<file path="src/design/flash_pkg.sv">
package flash_pkg;

    // Flash geometry and bus burst size
    localparam int FLASH_ADDR_BITS = 24;
    localparam int BURST_BYTES = 8;
    localparam int BURST_CNT_BITS = $clog2(BURST_BYTES + 1);

    // Fast read, quad output
    localparam logic [7:0] CMD_QUAD_READ = 8'h6b;
    localparam int CMD_BITS = 8;

    // Serial clock counts per phase
    localparam int DUMMY_CLOCKS = 8;
    localparam int CLOCKS_PER_BYTE = 2;
    localparam int BIT_CNT_BITS = 5;

    // Reader phase encoding
    localparam logic [2:0] PHASE_IDLE = 3'd0;
    localparam logic [2:0] PHASE_CMD = 3'd1;
    localparam logic [2:0] PHASE_ADDR = 3'd2;
    localparam logic [2:0] PHASE_DUMMY = 3'd3;
    localparam logic [2:0] PHASE_DATA = 3'd4;

    localparam logic [1:0] RESP_OKAY = 2'b00;
    localparam logic [1:0] RESP_SLVERR = 2'b10;

    typedef struct packed {
        logic                       valid;
        logic [FLASH_ADDR_BITS-1:0] addr;
    } axi_ar_t;

    typedef struct packed {
        logic                       valid;
        logic [BURST_BYTES*8-1:0]   data;
        logic [1:0]                 resp;
    } axi_r_t;

    typedef struct packed {
        logic                       valid;
        logic [FLASH_ADDR_BITS-1:0] addr;
    } axi_aw_t;

    typedef struct packed {
        logic                       valid;
        logic [BURST_BYTES*8-1:0]   data;
        logic [BURST_BYTES-1:0]     strb;
    } axi_w_t;

    typedef struct packed {
        logic       valid;
        logic [1:0] resp;
    } axi_b_t;

    // Manager drives r and b, slave drives ar, aw and w
    typedef struct packed {
        logic ar;
        logic r;
        logic aw;
        logic w;
        logic b;
    } axi_ready_t;

    typedef struct packed {
        logic       cs;
        logic       sclk;
        logic [3:0] io_out;
        logic [3:0] io_oe;
    } qspi_out_t;

endpackage

</file>
<file path="src/design/flash_reader.sv">
module flash_reader
    import flash_pkg::*;
(
    input  logic                       bus,
    input  logic                       rst,
    input  logic [FLASH_ADDR_BITS-1:0] addr,
    input  logic                       start_read,
    input  logic                       keep_reading,
    input  logic [3:0]                 qspi_in,
    output logic                       data_ready,
    output logic [7:0]                 data_byte,
    output qspi_out_t                  qspi_out
);

    logic [2:0]                          phase;
    logic [BIT_CNT_BITS-1:0]             bit_cnt;
    logic [CMD_BITS+FLASH_ADDR_BITS-1:0] shift_reg;
    logic [3:0]                          hi_nibble;
    logic                                cs_q;
    logic                                sclk_q;
    logic [3:0]                          oe_q;
    logic                                sclk_rise;
    logic                                sclk_fall;

    // sclk is a plain toggle while a sequence runs
    assign sclk_rise = (phase != PHASE_IDLE) && !sclk_q;
    assign sclk_fall = (phase != PHASE_IDLE) && sclk_q;

    // Only io0 carries command and address, upper lines stay undriven
    assign qspi_out = '{
        cs:     cs_q,
        sclk:   sclk_q,
        io_out: {3'b000, shift_reg[CMD_BITS+FLASH_ADDR_BITS-1]},
        io_oe:  oe_q
    };

    always_ff @(posedge bus) begin
        if (rst) begin
            phase <= PHASE_IDLE;
            bit_cnt <= '0;
            cs_q <= 1'b1;
            sclk_q <= 1'b0;
            oe_q <= 4'b0000;
            data_ready <= 1'b0;
        end else begin
            data_ready <= 1'b0;
            if (phase == PHASE_IDLE) begin
                if (start_read) begin
                    phase <= PHASE_CMD;
                    bit_cnt <= BIT_CNT_BITS'(CMD_BITS - 1);
                    cs_q <= 1'b0;
                    oe_q <= 4'b0001;
                end
            end else if (sclk_rise) begin
                sclk_q <= 1'b1;
                // Second nibble completes the byte
                if (phase == PHASE_DATA && bit_cnt == '0) begin
                    data_ready <= 1'b1;
                end
            end else begin
                // Falling edge closes one serial clock
                sclk_q <= 1'b0;
                if (bit_cnt != '0) begin
                    bit_cnt <= bit_cnt - 1'b1;
                end else begin
                    case (phase)
                        PHASE_CMD: begin
                            phase <= PHASE_ADDR;
                            bit_cnt <= BIT_CNT_BITS'(FLASH_ADDR_BITS - 1);
                        end
                        PHASE_ADDR: begin
                            phase <= PHASE_DUMMY;
                            bit_cnt <= BIT_CNT_BITS'(DUMMY_CLOCKS - 1);
                            oe_q <= 4'b0000;
                        end
                        PHASE_DUMMY: begin
                            phase <= PHASE_DATA;
                            bit_cnt <= BIT_CNT_BITS'(CLOCKS_PER_BYTE - 1);
                        end
                        default: begin
                            // Byte boundary, stream on or release the flash
                            if (keep_reading) begin
                                bit_cnt <= BIT_CNT_BITS'(CLOCKS_PER_BYTE - 1);
                            end else begin
                                phase <= PHASE_IDLE;
                                cs_q <= 1'b1;
                            end
                        end
                    endcase
                end
            end
        end
    end

    // Serial payload: command plus address out, nibbles in
    always_ff @(posedge bus) begin
        if (phase == PHASE_IDLE && start_read) begin
            shift_reg <= {CMD_QUAD_READ, addr};
        end else if (sclk_fall) begin
            shift_reg <= {shift_reg[CMD_BITS+FLASH_ADDR_BITS-2:0], 1'b0};
        end

        if (sclk_rise && phase == PHASE_DATA) begin
            if (bit_cnt != '0) begin
                hi_nibble <= qspi_in;
            end else begin
                data_byte <= {hi_nibble, qspi_in};
            end
        end
    end

endmodule

</file>
<file path="src/design/flash_axi_slave.sv">
module flash_axi_slave
    import flash_pkg::*;
(
    input  logic                       bus,
    input  logic                       rst,
    input  axi_ar_t                    ar,
    input  axi_aw_t                    aw,
    input  axi_w_t                     w,
    input  axi_ready_t                 mgr_ready,
    input  logic                       data_ready,
    input  logic [7:0]                 data_byte,
    output axi_r_t                     r,
    output axi_b_t                     b,
    output axi_ready_t                 sub_ready,
    output logic                       start_read,
    output logic [FLASH_ADDR_BITS-1:0] flash_addr,
    output logic                       keep_reading
);

    logic                      arready;
    logic                      rvalid;
    logic [BURST_BYTES*8-1:0]  read_data;
    logic [BURST_CNT_BITS-1:0] burst_cnt;
    logic                      wr_accept;
    logic                      bvalid;
    logic                      ar_fire;
    logic                      r_fire;
    logic                      b_fire;

    assign ar_fire = arready && ar.valid;
    assign r_fire = rvalid && mgr_ready.r;
    assign b_fire = bvalid && mgr_ready.b;

    // Reader runs straight off the accepted AR beat
    assign start_read = ar_fire;
    assign flash_addr = ar.addr;
    // More bytes wanted beyond the one now in flight
    assign keep_reading = burst_cnt > BURST_CNT_BITS'(1);

    assign r = '{valid: rvalid, data: read_data, resp: RESP_OKAY};
    assign b = '{valid: bvalid, resp: RESP_SLVERR};
    assign sub_ready = '{ar: arready, r: 1'b0, aw: wr_accept, w: wr_accept, b: 1'b0};

    always_ff @(posedge bus) begin
        if (rst) begin
            burst_cnt <= '0;
        end else if (ar_fire) begin
            burst_cnt <= BURST_CNT_BITS'(BURST_BYTES);
        end else if (data_ready) begin
            burst_cnt <= burst_cnt - 1'b1;
        end
    end

    // New byte enters at the top, first byte ends up lowest
    always_ff @(posedge bus) begin
        if (data_ready) begin
            read_data <= {data_byte, read_data[BURST_BYTES*8-1:8]};
        end
    end

    always_ff @(posedge bus) begin
        if (rst) begin
            arready <= 1'b1;
            rvalid <= 1'b0;
        end else begin
            if (ar_fire) begin
                arready <= 1'b0;
            end else if (r_fire) begin
                arready <= 1'b1;
            end

            if (r_fire) begin
                rvalid <= 1'b0;
            end else if (data_ready && burst_cnt == BURST_CNT_BITS'(1)) begin
                rvalid <= 1'b1;
            end
        end
    end

    // Writes are always refused, one at a time
    always_ff @(posedge bus) begin
        if (rst) begin
            wr_accept <= 1'b0;
            bvalid <= 1'b0;
        end else begin
            wr_accept <= aw.valid && w.valid && !wr_accept && !bvalid;
            if (b_fire) begin
                bvalid <= 1'b0;
            end else if (wr_accept) begin
                bvalid <= 1'b1;
            end
        end
    end

endmodule

</file>
<file path="src/design/flash_subsystem.sv">
module flash_subsystem
    import flash_pkg::*;
(
    input  logic       bus,
    input  logic       rst,
    input  axi_ar_t    ar,
    input  axi_aw_t    aw,
    input  axi_w_t     w,
    input  axi_ready_t mgr_ready,
    output axi_r_t     r,
    output axi_b_t     b,
    output axi_ready_t sub_ready,
    output qspi_out_t  qspi_out,
    input  logic [3:0] qspi_in
);

    logic                       start_read;
    logic                       keep_reading;
    logic [FLASH_ADDR_BITS-1:0] flash_addr;
    logic                       data_ready;
    logic [7:0]                 data_byte;

    flash_axi_slave slave0 (
        .bus          (bus),
        .rst          (rst),
        .ar           (ar),
        .aw           (aw),
        .w            (w),
        .mgr_ready    (mgr_ready),
        .data_ready   (data_ready),
        .data_byte    (data_byte),
        .r            (r),
        .b            (b),
        .sub_ready    (sub_ready),
        .start_read   (start_read),
        .flash_addr   (flash_addr),
        .keep_reading (keep_reading)
    );

    flash_reader reader0 (
        .bus          (bus),
        .rst          (rst),
        .addr         (flash_addr),
        .start_read   (start_read),
        .keep_reading (keep_reading),
        .qspi_in      (qspi_in),
        .data_ready   (data_ready),
        .data_byte    (data_byte),
        .qspi_out     (qspi_out)
    );

endmodule

</file>
<file path="config.mk">
export PLATFORM = sky130hd
export DESIGN_NAME = flash_subsystem
export DESIGN_NICKNAME = d
export VERILOG_FILES = /design/src/design/flash_pkg.sv /design/src/design/flash_reader.sv /design/src/design/flash_axi_slave.sv /design/src/design/flash_subsystem.sv
export SDC_FILE = /design/constraint.sdc
export NUM_CORES = 1
export LEC_CHECK = 0
export BUFFER_PORTS_ARGS = -buffer_cell sky130_fd_sc_hd__buf_2
export CAP_MARGIN = 20
export CORE_MARGIN = 2
export CORE_UTILIZATION = 40
export CTS_BUF_LIST = sky130_fd_sc_hd__clkbuf_2 sky130_fd_sc_hd__clkbuf_4 sky130_fd_sc_hd__clkbuf_8
export CTS_CLUSTER_SIZE = 28
export DETAILED_ROUTE_END_ITERATION = 7
export GPL_TIMING_DRIVEN = 0
export PLACE_DENSITY = 0.7
export SLEW_MARGIN = 20
export SYNTH_ARGS = -nofsm -noshare
export SYNTH_HDL_FRONTEND = slang
export SYNTH_SLANG_ARGS = --single-unit
</file>
<file path="constraint.sdc">
create_clock -name bus -period 3.5 [get_ports bus]
set_input_delay 0.175 -clock bus [delete_from_list [all_inputs] [get_ports bus]]
set_output_delay 0.175 -clock bus [all_outputs]
set_load 0.02 [all_outputs]
</file>
==> results.sh <==
export IMPL_status="finished clean"
export IMPL_crit_fanout=8
export IMPL_final_common_cell="buf_2"
export IMPL_fp_dieW_um=113
export IMPL_nets=574
export IMPL_antenna_found_initial=0
export IMPL_place_area_mm2=0.00556
export IMPL_grt_usage_pct=13.9
export IMPL_dr_pass1_iters=4
export IMPL_vias=2888
export IMPL_avgRoutedWirePerCell_um=14.6
export IMPL_synthMuxAreaShare_pct=5.41
export IMPL_ant_nets=0
export IMPL_synthCells=293
export IMPL_min_period_over_period_pct=60.9
export IMPL_hold_end="slave0.burst_cnt[3]$_SDFFE_PP0P_"
export IMPL_min_from="ar[24]"
export IMPL_synth_xor_area_share_pct=0.549
export IMPL_clock_latency_ps=430
export IMPL_design_area_mm2=0.00601
export IMPL_hold_slack_ps=32.2
export IMPL_routed_wl_um=8660
export IMPL_synth_distinct_cells=54
export IMPL_p_leak_nw=2.30
export IMPL_fin_setup_tns_ps=0
export IMPL_dieArea_mm2=0.0129
export IMPL_utilization_pct=52.0
export IMPL_rr_startpoint="reader0.bit_cnt[0]$_SDFFE_PP0P_"
export IMPL_avgSynthCellArea_um2=16.3
export IMPL_final_cell_mix="110 x buf_2, 100 x edfxtp_1, 27 x dfxtp_1"
export IMPL_synthSimpleGateAreaFrac_pct=6.51
export IMPL_vias_per_cell=4.88
export IMPL_power_density_mw_per_mm2=671
export IMPL_async_reset_ff_share_pct=0
export IMPL_cts_tree="yes"
export IMPL_cap_viol_max_count=0
export IMPL_dp_hpwl_um=5950
export IMPL_worst_slew_pin_slew_ps=641
export IMPL_start_util_pct=41.4
export IMPL_ys_warn_count=0
export IMPL_drc=0
export IMPL_min_path_cells=3
export IMPL_synth_compound_area_share_pct=7.03
export IMPL_maxClockFrequency_mhz=469
export IMPL_startpoint_type="flop"
export IMPL_grt_overflow=0
export IMPL_largest_register_ffs=64
export IMPL_clk_pin_slew_worst_paths_ps=70
export IMPL_h_tree_depth=4
export IMPL_path_class="reg2reg"
export IMPL_diodes=0
export IMPL_worst_r2r_setup_slack_ps=1370
export IMPL_grt_pass1_wl_um=13600
export IMPL_setup_viol=0
export IMPL_min_period_ps=2130
export IMPL_synth_edf_count=100
export IMPL_holdCritPathClass="in2reg"
export IMPL_syn_to_final_growth_pct=25.5
export IMPL_crit_arrival_ps=2200
export IMPL_clk_path_buf_depth=2
export IMPL_cts_root_buf="clkbuf_8"
export IMPL_relSlewSlack_pct=57.2
export IMPL_core_area_mm2=0.0116
export IMPL_grt_max_degree=47
export IMPL_power_mw=4.03
export IMPL_die_y_um=113
export IMPL_drt_iter0_drc=183
export IMPL_rsz0062_at_grt="no"
export IMPL_synth_seq_cells=128
export IMPL_io_pins=219
export IMPL_netlist_area_mm2=0.00479
export IMPL_num_rows=39
export IMPL_clock_sinks=128
export IMPL_synth_adder_area_share_pct=0.784
export IMPL_synth_top_family_by_area="compound AO/OA/AOI/OAI gates"
export IMPL_layout_drive_gt1_share_pct=45.0
export IMPL_cts_buffers=17
export IMPL_ff2ff_path_depth=5
export IMPL_place_congestion=0.806
export IMPL_crit_required_ps=3570
export IMPL_drv_slew=0
export IMPL_port_buffers=107
export IMPL_worst_setup_path_end_kind="flop"
export IMPL_hold_violations=0
export IMPL_grt_pass1_vias=2764
export IMPL_ys_seq_area_share_pct=74.4
export IMPL_r2r_end="reader0.data_byte[1]$_DFFE_PP_"
export IMPL_clock_skew_final_ps=7.78
export IMPL_max_vdd_ir_drop_uv=200
export IMPL_synthFlopType="edfxtp_1"
-- power breakdown --
group | internal, mW | leakage, nW | switching, mW | total [mW]
logic | 0.392 | 0.985 | 0.473 | 0.865
registers | 1.88 | 1.14 | 0.0862 | 1.96
clock network | 0.625 | 0.178 | 0.579 | 1.20
-- worst max-delay path: stages, from the launching register on --
cell     delay, ps
dfxtp_1        360
inv_1           80
ha_1           220
or4b_1         430
buf_2          180
nor2_1         510
-- per-layer routing --
layer  routed length, um  global-route usage, %  share of wire (%)
met1                3680                   16.8                 42
met2                4250                   22.3                 49
met3                 584                   5.26                6.7
met4                 147                   6.42                1.7
met5                   0                      0                  0
-- worst max path at each step --
stage                                                from                          endpoint  slack [ps]
final                     reader0.bit_cnt[0]$_SDFFE_PP0P_    reader0.data_byte[1]$_DFFE_PP_        1370
after global routing      reader0.bit_cnt[0]$_SDFFE_PP0P_    reader0.data_byte[7]$_DFFE_PP_        1210
after CTS                 reader0.bit_cnt[0]$_SDFFE_PP0P_    reader0.data_byte[7]$_DFFE_PP_        1320
after detailed placement  reader0.bit_cnt[0]$_SDFFE_PP0P_    reader0.data_byte[2]$_DFFE_PP_        1320
after global placement      reader0.data_ready$_SDFF_PP0_  slave0.burst_cnt[3]$_SDFFE_PP0P_         390
after floorplan             reader0.data_ready$_SDFF_PP0_  slave0.burst_cnt[3]$_SDFFE_PP0P_         980
-- layout make-up --
class / count / area (um^2)
fillers: 994 / 5560
flip-flops and latches: 128 / 3570
multi-input cells: 136 / 1020
repair buffers: 115 / 626
clock buffers: 17 / 234
plain buffers: 31 / 215
well taps: 143 / 179
clock inverters: 14 / 143
inverters: 8 / 30.0
-- stage by stage --
step	cells	worst slack [ps]
2_1_floorplan	303	983
3_3_place_gp	553	393
3_5_place_dp	554	1320
4_1_cts	592	1320
5_1_grt	592	1210
6_report	592	1370
-- synthesized netlist by cell type, types with 4 or more instances --
master / number / area [um^2]
edfxtp_1: 100 / 3000
nand2_1: 5 / 18.8
inv_1: 7 / 26.3
nand2b_1: 4 / 25.0
nor2_1: 16 / 60.1
mux2_2: 23 / 259
buf_4: 21 / 158
nor3_1: 5 / 25.0
clkbuf_1: 4 / 15.0
o22a_1: 5 / 43.8
a21oi_1: 9 / 45.0
dfxtp_1: 28 / 561
-- timing repair --
item	4_1_cts	5_1_grt
hold buffers	7	0
gates resized for setup	0	0
buffers inserted	0	0
endpoints found under the hold margin	10	0
setup endpoints to repair	0	0
-- logic make-up after synthesis --
| group | after synthesis |
|---|---|
| DFF | 128 |
| muxes | 23 |
| and+or+nand+nor | 54 |
| xor gates and xnor gates | 3 |
| other | 2 |
| adders and majority gates | 3 |
| AOI/OAI and AO/OA | 41 |
| buffers and inverters | 39 |
Power figures use the tool's default switching activity.
